[src/lc3b_isa_pkg.sv]
package lc3b_isa_pkg;

	// Immediate field of ADD/AND
	localparam int imm5_width = 5;

	typedef logic [15:0] lc3b_word;
	typedef logic [2:0] lc3b_reg;

	// Only the ALU group and BR have names
	typedef enum logic [3:0]
	{
		op_br = 4'b0000,
		op_add = 4'b0001,
		op_and = 4'b0101,
		op_not = 4'b1001
	} lc3b_opcode;

endpackage : lc3b_isa_pkg

[src/ooo_pkg.sv]
package ooo_pkg;

	// Reorder buffer size matches the tag width
	localparam int rob_depth = 8;

	// ALU reservation stations
	localparam int num_alu_rs = 3;

	typedef logic [2:0] rob_tag_t;
	typedef logic [1:0] rs_id_t;

	// Common data bus carries one result per cycle
	typedef struct packed
	{
		logic valid;
		rob_tag_t tag; // ROB entry that produced the value
		lc3b_isa_pkg::lc3b_word data;
	} cdb_t;

endpackage : ooo_pkg

[src/issue_if.sv]
`timescale 1ns/10ps

interface issue_if;

	logic valid;
	ooo_pkg::rs_id_t station; // Always a free station
	lc3b_isa_pkg::lc3b_opcode op;
	lc3b_isa_pkg::lc3b_word vj, vk;
	ooo_pkg::rob_tag_t qj, qk; // Producer tags when not ready
	logic ready_j, ready_k;
	ooo_pkg::rob_tag_t dest;

	modport source (output valid, station, op, vj, vk, qj, qk, ready_j, ready_k, dest);
	modport sink (input valid, station, op, vj, vk, qj, qk, ready_j, ready_k, dest);

endinterface : issue_if

[src/alu_stations.sv]
`timescale 1ns/10ps

module alu_stations
(
	input logic clk,
	input logic rst_n,
	issue_if.sink iss,
	output logic [ooo_pkg::num_alu_rs-1:0] busy,
	output ooo_pkg::cdb_t cdb
);

	localparam int n = ooo_pkg::num_alu_rs;

	lc3b_isa_pkg::lc3b_opcode op [n];
	lc3b_isa_pkg::lc3b_word vj [n];
	lc3b_isa_pkg::lc3b_word vk [n];
	ooo_pkg::rob_tag_t qj [n];
	ooo_pkg::rob_tag_t qk [n];
	ooo_pkg::rob_tag_t dest [n];
	logic [n-1:0] rj, rk;
	logic [n-1:0] wake_j, wake_k, load;
	logic dispatch;
	ooo_pkg::rs_id_t sel;
	lc3b_isa_pkg::lc3b_word alu_out;

	// CDB snoop and issue write per station
	always_comb
	begin
		for (int i = 0; i < n; i++)
		begin
			wake_j[i] = busy[i] && !rj[i] && cdb.valid && (cdb.tag == qj[i]);
			wake_k[i] = busy[i] && !rk[i] && cdb.valid && (cdb.tag == qk[i]);
			load[i] = iss.valid && (iss.station == ooo_pkg::rs_id_t'(i));
		end
	end

	// Lowest numbered ready station goes first
	always_comb
	begin
		dispatch = 1'b0;
		sel = '0;
		for (int i = n - 1; i >= 0; i--)
			if (busy[i] && rj[i] && rk[i])
			begin
				dispatch = 1'b1;
				sel = ooo_pkg::rs_id_t'(i);
			end
	end

	always_comb
	begin
		case (op[sel])
			lc3b_isa_pkg::op_add: alu_out = vj[sel] + vk[sel];
			lc3b_isa_pkg::op_and: alu_out = vj[sel] & vk[sel];
			lc3b_isa_pkg::op_not: alu_out = ~vj[sel];
			default: alu_out = vj[sel];
		endcase
	end

	always_ff @(posedge clk or negedge rst_n)
	begin
		if (!rst_n)
		begin
			busy <= '0;
			rj <= '0;
			rk <= '0;
			cdb <= '0;
		end
		else
		begin
			for (int i = 0; i < n; i++)
			begin
				if (wake_j[i])
					rj[i] <= 1'b1;
				if (wake_k[i])
					rk[i] <= 1'b1;
				if (dispatch && sel == ooo_pkg::rs_id_t'(i))
					busy[i] <= 1'b0; // Freed as it leaves for the ALU
				if (load[i])
				begin
					busy[i] <= 1'b1;
					rj[i] <= iss.ready_j;
					rk[i] <= iss.ready_k;
				end
			end
			cdb.valid <= dispatch;
			cdb.tag <= dest[sel];
			cdb.data <= alu_out;
		end
	end

	// Station payload
	always_ff @(posedge clk)
	begin
		for (int i = 0; i < n; i++)
		begin
			if (wake_j[i])
				vj[i] <= cdb.data;
			if (wake_k[i])
				vk[i] <= cdb.data;
			if (load[i])
			begin
				op[i] <= iss.op;
				vj[i] <= iss.vj;
				vk[i] <= iss.vk;
				qj[i] <= iss.qj;
				qk[i] <= iss.qk;
				dest[i] <= iss.dest;
			end
		end
	end

endmodule : alu_stations

[src/issue_control.sv]
`timescale 1ns/10ps

module issue_control
(
	input lc3b_isa_pkg::lc3b_word instr,
	input logic instr_valid,
	input ooo_pkg::cdb_t cdb,
	input logic [ooo_pkg::num_alu_rs-1:0] rs_busy,
	input logic rob_full,
	input ooo_pkg::rob_tag_t rob_tag,
	input lc3b_isa_pkg::lc3b_word sr1_val, sr2_val, // ROB lookup results
	input logic sr1_rob_valid, sr2_rob_valid,
	input logic sr1_busy, sr2_busy,
	input ooo_pkg::rob_tag_t sr1_tag, sr2_tag,
	input lc3b_isa_pkg::lc3b_word sr1_data, sr2_data,
	output logic stall,
	issue_if.source iss,
	output logic rob_alloc,
	output lc3b_isa_pkg::lc3b_reg rob_dest,
	output lc3b_isa_pkg::lc3b_reg sr1, sr2, reg_dest,
	output logic reg_claim
);

	lc3b_isa_pkg::lc3b_opcode opcode;
	lc3b_isa_pkg::lc3b_word imm_sext;
	lc3b_isa_pkg::lc3b_reg dest_reg;
	logic is_alu;
	logic issue;

	assign opcode = lc3b_isa_pkg::lc3b_opcode'(instr[15:12]);
	assign dest_reg = instr[11:9];
	assign sr1 = instr[8:6];
	assign sr2 = instr[2:0];
	assign imm_sext = {{($bits(lc3b_isa_pkg::lc3b_word) - lc3b_isa_pkg::imm5_width)
		{instr[lc3b_isa_pkg::imm5_width-1]}}, instr[lc3b_isa_pkg::imm5_width-1:0]};

	assign is_alu = (opcode == lc3b_isa_pkg::op_add) || (opcode == lc3b_isa_pkg::op_and) ||
		(opcode == lc3b_isa_pkg::op_not);

	// Hold the source while nothing can be accepted
	assign stall = !instr_valid || rob_full || (is_alu && (&rs_busy));
	assign issue = !stall && is_alu; // Other opcodes just drain

	// Claim the destination in both rename structures
	assign rob_alloc = issue;
	assign rob_dest = dest_reg;
	assign reg_claim = issue;
	assign reg_dest = dest_reg;

	assign iss.valid = issue;
	assign iss.op = opcode;
	assign iss.dest = rob_tag;

	// Lowest free station
	always_comb
	begin
		iss.station = '0;
		for (int i = ooo_pkg::num_alu_rs - 1; i >= 0; i--)
			if (!rs_busy[i])
				iss.station = ooo_pkg::rs_id_t'(i);
	end

	// J operand comes from SR1
	always_comb
	begin
		iss.vj = '0;
		iss.qj = '0;
		iss.ready_j = 1'b1;
		if (!sr1_busy)
			iss.vj = sr1_data;
		else if (cdb.valid && cdb.tag == sr1_tag) // Result on the bus right now
			iss.vj = cdb.data;
		else if (sr1_rob_valid)
			iss.vj = sr1_val;
		else
		begin
			iss.ready_j = 1'b0;
			iss.qj = sr1_tag;
		end
	end

	// K operand from the immediate or SR2
	always_comb
	begin
		iss.vk = '0;
		iss.qk = '0;
		iss.ready_k = 1'b1;
		if (opcode == lc3b_isa_pkg::op_not)
			iss.vk = '0; // NOT has no second operand
		else if (instr[5])
			iss.vk = imm_sext;
		else if (!sr2_busy)
			iss.vk = sr2_data;
		else if (cdb.valid && cdb.tag == sr2_tag)
			iss.vk = cdb.data;
		else if (sr2_rob_valid)
			iss.vk = sr2_val;
		else
		begin
			iss.ready_k = 1'b0;
			iss.qk = sr2_tag;
		end
	end

endmodule : issue_control

[src/ooo_core.sv]
`timescale 1ns/10ps

module ooo_core
(
	input logic clk,
	input logic rst_n,
	input lc3b_isa_pkg::lc3b_word instr,
	input logic instr_valid,
	output logic stall,
	output logic commit_valid,
	output lc3b_isa_pkg::lc3b_reg commit_reg,
	output lc3b_isa_pkg::lc3b_word commit_value
);

	ooo_pkg::cdb_t cdb;
	logic [ooo_pkg::num_alu_rs-1:0] rs_busy;
	logic rob_full, rob_alloc, reg_claim;
	ooo_pkg::rob_tag_t rob_tag, commit_tag;
	ooo_pkg::rob_tag_t sr1_tag, sr2_tag;
	lc3b_isa_pkg::lc3b_reg rob_dest, sr1, sr2, reg_dest;
	lc3b_isa_pkg::lc3b_word sr1_val, sr2_val, sr1_data, sr2_data;
	logic sr1_rob_valid, sr2_rob_valid, sr1_busy, sr2_busy;

	issue_if iss_bus ();

	issue_control u_issue (.instr, .instr_valid, .cdb, .rs_busy, .rob_full, .rob_tag,
		.sr1_val, .sr2_val, .sr1_rob_valid, .sr2_rob_valid, .sr1_busy, .sr2_busy,
		.sr1_tag, .sr2_tag, .sr1_data, .sr2_data, .stall, .iss(iss_bus.source),
		.rob_alloc, .rob_dest, .sr1, .sr2, .reg_dest, .reg_claim);

	reg_status u_regs (.clk, .rst_n, .sr1, .sr2, .sr1_busy, .sr2_busy, .sr1_tag, .sr2_tag,
		.sr1_data, .sr2_data, .claim(reg_claim), .claim_reg(reg_dest), .claim_tag(rob_tag),
		.commit_valid, .commit_reg, .commit_tag, .commit_value);

	// Lookups follow the rename tags of the two sources
	reorder_buffer u_rob (.clk, .rst_n, .alloc(rob_alloc), .alloc_dest(rob_dest),
		.full(rob_full), .tail_tag(rob_tag), .cdb, .look1_tag(sr1_tag), .look2_tag(sr2_tag),
		.look1_value(sr1_val), .look2_value(sr2_val), .look1_valid(sr1_rob_valid),
		.look2_valid(sr2_rob_valid), .commit_valid, .commit_reg, .commit_tag, .commit_value);

	alu_stations u_alu (.clk, .rst_n, .iss(iss_bus.sink), .busy(rs_busy), .cdb);

endmodule : ooo_core

[src/reg_status.sv]
`timescale 1ns/10ps

module reg_status
(
	input logic clk,
	input logic rst_n,
	input lc3b_isa_pkg::lc3b_reg sr1, sr2,
	output logic sr1_busy, sr2_busy,
	output ooo_pkg::rob_tag_t sr1_tag, sr2_tag,
	output lc3b_isa_pkg::lc3b_word sr1_data, sr2_data,
	input logic claim,
	input lc3b_isa_pkg::lc3b_reg claim_reg,
	input ooo_pkg::rob_tag_t claim_tag,
	input logic commit_valid,
	input lc3b_isa_pkg::lc3b_reg commit_reg,
	input ooo_pkg::rob_tag_t commit_tag,
	input lc3b_isa_pkg::lc3b_word commit_value
);

	lc3b_isa_pkg::lc3b_word regs [8];
	logic [7:0] busy;
	ooo_pkg::rob_tag_t tags [8]; // Newest producer of each register

	always_ff @(posedge clk or negedge rst_n)
	begin
		if (!rst_n)
		begin
			busy <= '0;
			for (int i = 0; i < 8; i++)
			begin
				regs[i] <= '0;
				tags[i] <= '0;
			end
		end
		else
		begin
			if (commit_valid)
			begin
				regs[commit_reg] <= commit_value;
				// A younger claim keeps the register renamed
				if (busy[commit_reg] && tags[commit_reg] == commit_tag)
					busy[commit_reg] <= 1'b0;
			end
			if (claim) // Claim wins over a same-cycle commit
			begin
				busy[claim_reg] <= 1'b1;
				tags[claim_reg] <= claim_tag;
			end
		end
	end

	assign sr1_busy = busy[sr1];
	assign sr2_busy = busy[sr2];
	assign sr1_tag = tags[sr1];
	assign sr2_tag = tags[sr2];
	assign sr1_data = regs[sr1];
	assign sr2_data = regs[sr2];

endmodule : reg_status

[src/reorder_buffer.sv]
`timescale 1ns/10ps

module reorder_buffer
(
	input logic clk,
	input logic rst_n,
	input logic alloc,
	input lc3b_isa_pkg::lc3b_reg alloc_dest,
	output logic full,
	output ooo_pkg::rob_tag_t tail_tag,
	input ooo_pkg::cdb_t cdb,
	input ooo_pkg::rob_tag_t look1_tag, look2_tag,
	output lc3b_isa_pkg::lc3b_word look1_value, look2_value,
	output logic look1_valid, look2_valid,
	output logic commit_valid,
	output lc3b_isa_pkg::lc3b_reg commit_reg,
	output ooo_pkg::rob_tag_t commit_tag,
	output lc3b_isa_pkg::lc3b_word commit_value
);

	lc3b_isa_pkg::lc3b_reg dest [ooo_pkg::rob_depth];
	lc3b_isa_pkg::lc3b_word value [ooo_pkg::rob_depth];
	logic [ooo_pkg::rob_depth-1:0] done;
	ooo_pkg::rob_tag_t head, tail;
	logic [$clog2(ooo_pkg::rob_depth):0] count; // 0 to rob_depth

	assign full = (count == ooo_pkg::rob_depth);
	assign tail_tag = tail;

	// Oldest entry retires once its result is in
	assign commit_valid = (count != '0) && done[head];
	assign commit_reg = dest[head];
	assign commit_tag = head;
	assign commit_value = value[head];

	always_ff @(posedge clk or negedge rst_n)
	begin
		if (!rst_n)
		begin
			head <= '0;
			tail <= '0;
			count <= '0;
			done <= '0;
		end
		else
		begin
			if (cdb.valid)
				done[cdb.tag] <= 1'b1;
			if (alloc)
			begin
				done[tail] <= 1'b0;
				tail <= tail + 1'b1; // Wraps at rob_depth
			end
			if (commit_valid)
				head <= head + 1'b1;
			count <= count + alloc - commit_valid;
		end
	end

	// Payload
	always_ff @(posedge clk)
	begin
		if (alloc)
			dest[tail] <= alloc_dest;
		if (cdb.valid)
			value[cdb.tag] <= cdb.data;
	end

	// Operand lookup for issue
	assign look1_value = value[look1_tag];
	assign look2_value = value[look2_tag];
	assign look1_valid = done[look1_tag];
	assign look2_valid = done[look2_tag];

endmodule : reorder_buffer

[config.mk]
export PLATFORM = sky130hd
export DESIGN_NAME = ooo_core
export DESIGN_NICKNAME = d
export VERILOG_FILES = /design/src/lc3b_isa_pkg.sv /design/src/ooo_pkg.sv /design/src/issue_if.sv /design/src/alu_stations.sv /design/src/issue_control.sv /design/src/ooo_core.sv /design/src/reg_status.sv /design/src/reorder_buffer.sv
export SDC_FILE = /design/constraint.sdc
export NUM_CORES = 1
export LEC_CHECK = 0
export BUFFER_PORTS_ARGS = -buffer_cell sky130_fd_sc_hd__buf_4
export CAP_MARGIN = 20
export CORE_ASPECT_RATIO = 0.5
export CORE_MARGIN = 2
export CORE_UTILIZATION = 46
export CTS_CLUSTER_SIZE = 16
export DETAILED_ROUTE_END_ITERATION = 8
export MAX_ROUTING_LAYER = met4
export PLACE_DENSITY = 0.58
export SYNTH_ARGS = -nofsm -noshare
export SYNTH_HDL_FRONTEND = slang
export SYNTH_SLANG_ARGS = --single-unit
[constraint.sdc]
create_clock -name clk -period 7.35 [get_ports clk]
set_input_delay 1.1025 -clock clk [delete_from_list [all_inputs] [get_ports clk]]
set_output_delay 1.1025 -clock clk [all_outputs]
set_load 0.05 [all_outputs]
# After elaboration in Yosys (flattened, before gate mapping)
# Memory sizes are Yosys's and may differ from the RTL's. A register that Yosys moved wholly into a read port is not among the register bits.
# Index checks and enable logic that the tools add are counted.
# W data, S select, Z words.
word_totals:
  ff_bits: 204
  ram_bits: 287
  inputBits: 19
  output_inout_bits: 21
  elab_cells: 328
  n_memories: 8
classes:
  add_sub_neg: 5
  magnitude_cmp: 19
  eq_ne: 20
  muxes: 150
  n_bitwise: 18
  n_reduce_logical: 76
mem_list:
  columns: ["name", "depth", "width", "rd", "rd_ports_with_merged_regs", "write_ports", "line", "source"]
  rows:
  - ["u_rob.value", 8, 16, 3, 0, 1, "reorder_buffer.sv:22", "lc3b_isa_pkg::lc3b_word value [ooo_pkg::rob_depth];"]
  - ["u_alu.vj", 3, 16, 1, 0, 3, "alu_stations.sv:15", "lc3b_isa_pkg::lc3b_word vj [n];"]
  - ["u_alu.vk", 3, 16, 1, 0, 3, "alu_stations.sv:16", "lc3b_isa_pkg::lc3b_word vk [n];"]
  - ["u_rob.dest", 8, 3, 1, 0, 1, "reorder_buffer.sv:21", "lc3b_isa_pkg::lc3b_reg dest [ooo_pkg::rob_depth];"]
  - ["u_alu.op", 3, 4, 1, 0, 1, "alu_stations.sv:14", "lc3b_isa_pkg::lc3b_opcode op [n];"]
  - ["u_alu.dest", 3, 3, 1, 1, 1, "alu_stations.sv:19", "ooo_pkg::rob_tag_t dest [n];"]
  - ["+2 memories", null, null, null, null, null, null, null]
op_table:
  columns: ["op", "n"]
  rows:
  - ["$mux W16", 19]
  - ["$bwmux W128", 1]
  - ["$bmux W16 S3", 2]
  - ["$mux W1", 69]
  - ["$mux W3", 21]
  - ["$demux W16 S3", 1]
  - ["$pmux W16 S3", 1]
  - ["$logic_and A1 B1 Y1", 42]
  - ["$mux W8", 5]
  - ["$lt A3 B4 Y1 const B", 9]
  - ["$mux W2", 14]
  - ["$bmux W3 S3", 3]
  - ["$eq A3 B3 Y1", 9]
  - ["$bwmux W24", 1]
  - ["$bmux W1 S3", 6]
  - ["$reduce_bool A2 Y1", 9]
  - ["$reduce_or A3 Y1", 6]
  - ["$add A16 B16 Y16", 1]
  - ["$and A16 B16 Y16", 1]
  - ["$and A8 B8 Y8", 2]
  - ["$ge A4 B4 Y1 const B", 4]
  - ["$not A16 Y16", 1]
  - ["$not A3 Y4", 4]
  - ["$not A8 Y8", 2]
  - ["other kinds (21)", 55]

# Depth between registers and ports, before layout
# Gate-level depths: netlist of the first run.
depth:
  ltp_word: 13
  depth_mapped: 19
  ltp_nobuf: 15

# Modules after synthesis
# Synthesis of the first run repeated with hierarchy kept, for this count alone.
hier_totals:
  cells_unflattened: 2110
  area_unflattened_um2: 27650.3
by_module_without_submodules:
  columns: ["module", "instances", "cells_per_inst", "area_per_inst_um2", "seq_area_each_um2"]
  rows:
  - ["reorder_buffer", 1, 445, 9059.9, 5014.8]
  - ["reg_status", 1, 576, 8802.2, 4003.8]
  - ["alu_stations", 1, 877, 8539.4, 4779.6]
  - ["issue_control", 1, 212, 1248.7, 0.0]

# Worst setup path before layout of the first run
# No wires, ideal clock.
synth_timing:
  path_type: "register -> register"
  startpoint: "register u_alu.busy[0] (netlist bit)"
  endpoint: "register u_alu.cdb[13] (netlist name)"
  t_arrival_ps: 3767
  setup_slack_ps: 3444
  stages_incl_launch_ff: 17
  n_path_buf: 4
  cell_sequence: "dfrtp_1 -> buf_4 -> and3_1 -> clkbuf_1 -> nor2_1 -> buf_1 -> buf_1 -> mux2i_1 -> a21oi_1 -> ha_1 -> a21o_1 -> a21oi_1 -> o31ai_4 -> a21boi_2 -> o22ai_1 -> o311ai_0 -> a21oi_1"
synth_between:
  elab_chain_cells: 6
  word_cells_on_any_way: 13
  cone_classes: "add/sub: 1; eq/ne: 3; mux: 2; bitwise: 2; reduce/logical: 2; memory: 3"
synth_rtl:
  columns: ["element", "line", "source"]
  rows:
  - ["start, declared", "alu_stations.sv:8", "output logic [ooo_pkg::num_alu_rs-1:0] busy,"]
  - ["start signal, assigned", "alu_stations.sv:64", "busy <= '0;"]
  - ["start signal, assigned by index", "alu_stations.sv:78", "busy[i] <= 1'b0;"]
  - ["start signal, assigned by index", "alu_stations.sv:81", "busy[i] <= 1'b1;"]
  - ["$logic_and A1 B1 Y1 * (2 in a row)", "alu_stations.sv:43", "if (busy[i] && rj[i] && rk[i])"]
  - ["$mux W2 *", "alu_stations.sv:43", null]
  - ["$mem_v2 Z3 W16 (tied with other cells)", null, null]
  - ["$add A16 B16 Y16 (tied with other cells)", "alu_stations.sv:53", "lc3b_isa_pkg::op_add: alu_out = vj[sel] + vk[sel];"]
  - ["$pmux W16 S3 *", "alu_stations.sv:52", "case (op[sel])"]
  - ["via u_alu.alu_out[13]", "alu_stations.sv:24", "lc3b_isa_pkg::lc3b_word alu_out;"]
# The timed path passes the listed nets; every way through them passes the cells marked *.
# A chain may end at the register's enable or synchronous reset.

# Worst setup path after layout of the first run
layout_timing:
  startpoint: "register u_rob.head[0], in the netlist u_rob.commit_tag[0]"
  endpoint: "output port commit_value[8]"
layout_between:
  elab_chain_cells: 1
layout_rtl:
  columns: ["element", "line", "source"]
  rows:
  - ["start, declared", "reorder_buffer.sv:24", "ooo_pkg::rob_tag_t head, tail;"]
  - ["start signal, assigned", "reorder_buffer.sv:55", "head <= head + 1'b1;"]
  - ["$mem_v2 Z8 W16", null, null]
  - ["end, declared", "ooo_core.sv:12", "output lc3b_isa_pkg::lc3b_word commit_value"]
# No other way between the ends.

==> summary.txt, run 1 <==
Run status
  • Status: complete, no violations

Global routing
  • Initial antenna violation count: 3
  • Vias in the first global route: 17.9k
  • First-pass GRT wire length: 117000 µm
  • Tot GR Track Use: 0.270
  • Largest net degree at the start of global routing: 114
  • Congestion Overflow GR: 0

Die
  • Row count: 62
  • Die height: 174 µm
  • Die area: 0.0597 mm²
  • Die width: 343 µm
  • Core Region: 0.0572 mm²
  • Initial Utilization: 0.463
  • Ports: 40

STA
  • Min Tclk post-route: 5040 ps
  • Hold Vio Cnt, Final: 0
  • Final setup skew: 17.8 ps
  • Worst rel slew slack: 0.225
  • Worst Max-Slew Pin Slew: 1160 ps
  • Setup TNS: 0 ps
  • Setup violators final: 0
  • Fmax: 198 MHz
  • Part of the cycle the worst path needs: 0.686
  • Setup slack after layout: 2310 ps
  • RSZ-0062 raised after global routing: no
  • Max Slew Vio Count: 0

Logic synthesis
  • Flops & latches, synth: 494
  • Sequential fraction of the synthesis area: 0.521
  • Post-synthesis cell type count: 77
  • Most instantiated library cell after synthesis: edfxtp_1
  • Top cells by area, synth: edfxtp_1 33%, dfrtp_1 20%, mux4_2 10%, mux2i_1 5.6%, nand2_1 3.9%
  • Commonest cells in the netlist: 287 x edfxtp_1, 275 x nand2_1, 207 x dfrtp_1
  • Synth Flop Type: edfxtp_1
  • Async SR Flop Fraction: 0.419
  • Dominant cell type by area after synthesis: edfxtp_1
  • Cells after Synth: 2176
  • Post-Synthesis Cell Area: 0.0265 mm²
  • Ys Warns: 0
  • Post-synth top area share: 0.325
  • Post-synth EDFFs: 287
  • Post-Syn Area per Cell: 12.2 µm²
  • Syn Nets: 2221

CTS
  • Root Buffer: clkbuf_16
  • Post-CTS Hold Buffers: 0
  • Htree depth: 2
  • Post-CTS Setup Bufs: 0
  • Clock Tree Buf Depth: 3
  • CTS resizes: 0
  • Clk slew on worst S/H paths: 70 ps
  • CTS tree: done
  • CTS buffer count: 48
  • Worst-Skew Late Latency: 580 ps
  • CTS Sinks: 494

Final layout
  • Final layout net count: 2218
  • Syn-to-layout area delta: 10.6%
  • Cell area after layout: 0.0293 mm²
  • Final core occ: 0.512
  • Ant. Diodes: 0
  • Largest registers: u_regs.regs x128, u_rob.value x128
  • Share of cells above drive strength 1: 0.206

Critical path
  • Arr. time, crit path: 3940 ps
  • Crit path max fanout: 26
  • Kind of start point of the critical path: flip-flop
  • FF-to-FF Start: u_alu.busy[2]$_DFFE_PN0P_
  • Worst endpoint required time: 6250 ps
  • Crit end category: primary output
  • Setup crit start: u_rob.commit_tag[0]$_DFFE_PN0P_
  • Crit path kind: reg -> out

Pwr
  • Leak: 11.3 nW
  • PwrDens: 473 mW/mm²
  • Final Power: 13.9 mW
  • Peak supply drop: 195 µV

Placed design
  • Number of port buffers: 39
  • Dpl ws: 1890 ps
  • GP Congestion: 0.896
  • Placed cell areas: 0.0277 mm²
  • DP HPWL: 48900 µm

Drt
  • Total wire length: 77900 µm
  • DR WL/cell: 26.1 µm
  • Post-route ant nets: 0
  • First-pass detailed-route iteration total: 5
  • Initial DRC count: 2268
  • Vias: 18.7k
  • Drt drc: 0
  • Vias per std cell: 6.28

Flow run
  • # Max-Cap Violations: 0

Worst hold path
  • Min-delay src: u_regs.regs[28]$_DFFE_PN0P_
  • Type of the worst min-delay path: reg -> reg
-- final cells by class --
cell class                      instances  area (µm²)
Fill cell                            4918       27900
Sequential cell                       494       13800
Multi-Input combinational cell       1474       12000
Clock buffer                           71        1390
Tap cell                              768         961
Timing Repair Buffer                  106         835
Inverter                               49         184
Clock inverter                         17         165
-- layout by cell type, fill, tap and decap left out, drive strengths merged, types with 11 or more instances in the layout --
cell type	synthesis	final
edfxtp	287	287
nand2	275	275
dfrtp	207	207
o21ai	183	183
mux2i	155	155
mux4	121	121
buf	64	105
a21oi	97	97
nor2	95	95
mux2	80	80
clkbuf	95	72
o22ai	57	57
inv	49	50
a22o	48	48
a211oi	41	41
and2	37	37
a31oi	25	25
o211ai	25	25
xor2	24	24
ha	24	24
xnor2	22	22
nand3	17	17
a311oi	16	16
nor3	13	13
clkinv	0	13
nand2b	11	11
-- worst paths after layout --
| kind | endpoint | depth (start not counted) | slack [ps] |
|---|---|---|---|
| hold / removal | u_regs.regs[28]$_DFFE_PN0P_ | 2 | 500 |
| hold reg to reg | u_regs.regs[28]$_DFFE_PN0P_ | 2 | 500 |
| min in group asynchronous | u_regs.regs[37]$_DFFE_PN0P_ | 1 | 590 |
| max in group asynchronous | u_alu.cdb[4]$_DFF_PN0_ | 2 | 5510 |
| setup / recovery | commit_value[8] | 5 | 2310 |
| setup reg to reg | u_alu.cdb[14]$_DFF_PN0_ | 14 | 2540 |
-- per-layer routing --
| layer | part of all wire | vias up | track usage | wire (µm) |
|---|---|---|---|---|
| met3 | 0.096 | 120 | 0.0594 | 7500 |
| met5 | 0 | - | - | 0 |
| li1 | - | 8277 | - | - |
| met2 | 0.42 | 796 | 0.370 | 32700 |
| met1 | 0.47 | 9508 | 0.413 | 36300 |
| met4 | 0.017 | 0 | 0.0482 | 1350 |
-- logic make-up (layout without fill, tap and decap cells) --
kind of cell	after synthesis	count (layout)	share of synthesized area
buffers and inverters	208	243	0.0330
adders and majority gates	26	26	0.0128
muxes	356	356	0.198
AOI/OAI and AO/OA	549	549	0.137
and+or+nand+nor	497	497	0.0833
DFF	494	494	0.521
xor gates and xnor gates	46	46	0.0152
-- through the flow --
step	cells	hold slack (ps)
6_report	2979	497
5_1_grt	2979	523
4_1_cts	2976	501
3_5_place_dp	2888	486
3_3_place_gp	2888	474
2_1_floorplan	2176	461
-- report_power, final --
| group | switching, mW | internal, mW | total [mW] |
|---|---|---|---|
| Clock | 1.09 | 1.41 | 2.50 |
| Combinational | 4.25 | 2.59 | 6.83 |
| Sequential | 0.692 | 3.84 | 4.53 |
-- worst max-delay path, stage by stage, from the launching register on --
cell and delay (ps):
dfrtp_2 1020, buf_4 520, mux4_2 560, mux2i_1 770, inv_1 210, buf_4 260
Power figures use the tool's default switching activity.
==> inputs of run 2 (changes only) <==
- PLACE_DENSITY: 0.58 -> 0.61
- clock period: 7.35 -> 4.59 ns (I/O delays scaled with it)
==> summary.txt, run 2 (synthesis results as in run 1) <==
Pwr
  • Sequential power share: 0.324
  • Peak supply drop: 357 µV
  • Switch share: 0.429
  • Gate power share: 0.490
  • Internal: 12.8 mW
  • PwrDens: 759 mW/mm²
  • Net Switching: 9.64 mW
  • Clock network fraction of design power: 0.185
  • Leak: 11.5 nW

Die
  • Ports: 40
  • Initial Utilization: 0.463
  • Die width: 343 µm
  • Die height: 174 µm
  • Die area: 0.0597 mm²
  • Core Region: 0.0572 mm²
  • Row count: 62

CTS
  • CTS Sinks: 494
  • Clk slew on worst S/H paths: 70 ps
  • Clock Tree Buf Depth: 3
  • Post-CTS Hold Buffers: 0
  • CTS buffer count: 48
  • Worst-Skew Late Latency: 590 ps
  • Htree depth: 2
  • Root Buffer: clkbuf_16
  • CTS tree: done

STA
  • Hold Vio Cnt, Final: 0
  • Worst Max-Slew Pin Slew: 1080 ps
  • Setup TNS: 0 ps
  • Fmax: 240 MHz
  • RSZ-0062 raised after global routing: no
  • Worst rel slew slack: 0.280
  • Min Tclk post-route: 4170 ps
  • Final setup skew: 32.1 ps
  • Max Slew Vio Count: 0
  • Setup violators final: 0
  • Part of the cycle the worst path needs: 0.909

Flow run
  • # Max-Cap Violations: 0

Critical path
  • Crit path max fanout: 14
  • Kind of start point of the critical path: flip-flop
  • CP bufs+invs: 0
  • Worst endpoint required time: 5040 ps
  • Most frequent CP cell: a21oi_1
  • CP delay by family, top: compound AO/OA/AOI/OAI gates
  • CP max stage cell: a21oi_2
  • Cells on worst reg2reg path: 13
  • Crit end category: flip-flop
  • Arr. time, crit path: 4620 ps
  • Crit path kind: reg -> reg
  • Levels on crit path: 13
  • Worst-path cell chain: nand3_1 > a21oi_2 > a2bb2oi_1 > ha_1 > a21o_1 > a21oi_1 > o21ai_0 > o21bai_1 > nand4b_1 > o211ai_1 > o41ai_1 > mux2i_1 > a21oi_1
  • Max stage delay on crit path: 670 ps

Global routing
  • Initial antenna violation count: 2
  • Congestion Overflow GR: 0
  • Tot GR Track Use: 0.262
  • First-pass GRT wire length: 113000 µm
  • Largest net degree at the start of global routing: 86
  • Vias in the first global route: 17.9k

Run status
  • Status: complete, no violations

Final layout
  • Syn-to-layout area delta: 11.8%
  • Share of cells above drive strength 1: 0.217
  • Largest registers: u_regs.regs x128, u_rob.value x128
  • Final layout net count: 2249
  • Cell area after layout: 0.0296 mm²
  • Commonest non-fill, non-tap cell in the layout: edfxtp_1
  • Ant. Diodes: 0
  • Commonest cells after routing, fill and taps aside: 287 x edfxtp_1, 275 x nand2_1, 205 x dfrtp_1

Drt
  • DR WL/cell: 25.2 µm
  • Vias: 18.4k
  • Initial DRC count: 1907
  • Post-route ant nets: 0
  • Drt drc: 0
  • First-pass detailed-route iteration total: 5
  • Total wire length: 75800 µm
  • Vias per std cell: 6.10

Placed design
  • DP HPWL: 50200 µm
  • Placed cell areas: 0.0279 mm²
  • Number of port buffers: 39
  • GP Congestion: 0.903

Worst hold path
  • Type of the worst min-delay path: in -> async
run 2: cell count changes in the layout (fill, tap and decap cells not counted), moves of 2 or more:
cell and change:
bufinv_16 +2, buf_12 +3, clkbuf_1 +3, clkinv_2 -5, clkinv_1 -3, buf_4 +29
run 2: what timing repair did:
item | 4_1_cts | 5_1_grt
hold endpoints to repair | 0 | 0
setup buffers | 0 | 7
resized for setup | 0 | 1
setup endpoints to repair | 0 | 3
run 2: layout make-up:
type                    instances  area, µm²
clock buffers                  75       1410
clock inverters                14        209
fillers                      4832      27600
inverters                      49        184
multi-input cells            1474      12000
flip-flops and latches        494      13800
well taps                     768        961
repair buffers                137       1080
run 2: worst paths after layout:
path                            slack, ps                     endpoint                       start
worst min-delay path                  150  u_regs.regs[27]$_DFFE_PN0P_                       rst_n
min in group clk                      310     u_alu.op[2][0]$_DFFE_PP_                   instr[12]
worst max register to register        420      u_alu.cdb[14]$_DFF_PN0_   u_alu.busy[1]$_DFFE_PN0P_
worst min register to register        500   u_regs.regs[9]$_DFFE_PN0P_  u_regs.regs[9]$_DFFE_PN0P_
max in group asynchronous            3380   u_regs.tags[9]$_DFFE_PN0P_                       rst_n
worst max-delay path                  420      u_alu.cdb[14]$_DFF_PN0_   u_alu.busy[1]$_DFFE_PN0P_
run 2: power by group through the flow:
stage	clock network, mW	registers [mW]	logic (mW)
after floorplan	0	6.86	7.68
after global placement	0	7.29	10.6
after detailed placement	0	7.33	10.8
after CTS	4.21	7.25	10.8
after global routing	4.41	7.45	11.9
final	4.17	7.29	11.0
run 2: through the flow:
| step | utilization | instances | hold slack (ps) | power [mW] | setup WS (ps) |
|---|---|---|---|---|---|
| 2_1_floorplan | - | 2176 | 393 | 14.5 | 684 |
| 3_3_place_gp | 0.488 | 2914 | 475 | 17.9 | 440 |
| 3_5_place_dp | 0.488 | 2914 | 485 | 18.1 | 317 |
| 4_1_cts | 0.517 | 3003 | 190 | 22.3 | 283 |
| 5_1_grt | 0.518 | 3011 | 215 | 23.8 | 48.3 |
| 6_report | 0.518 | 3011 | 150 | 22.5 | 419 |
run 2: metal layers:
| layer | up-vias | share of wire | global-route usage |
|---|---|---|---|
| met2 | 721 | 0.42 | 0.365 |
| li1 | 8332 | - | - |
| met4 | 0 | 0.017 | 0.0475 |
| met1 | 9200 | 0.45 | 0.377 |
| met5 | - | 0 | - |
| met3 | 109 | 0.11 | 0.0849 |
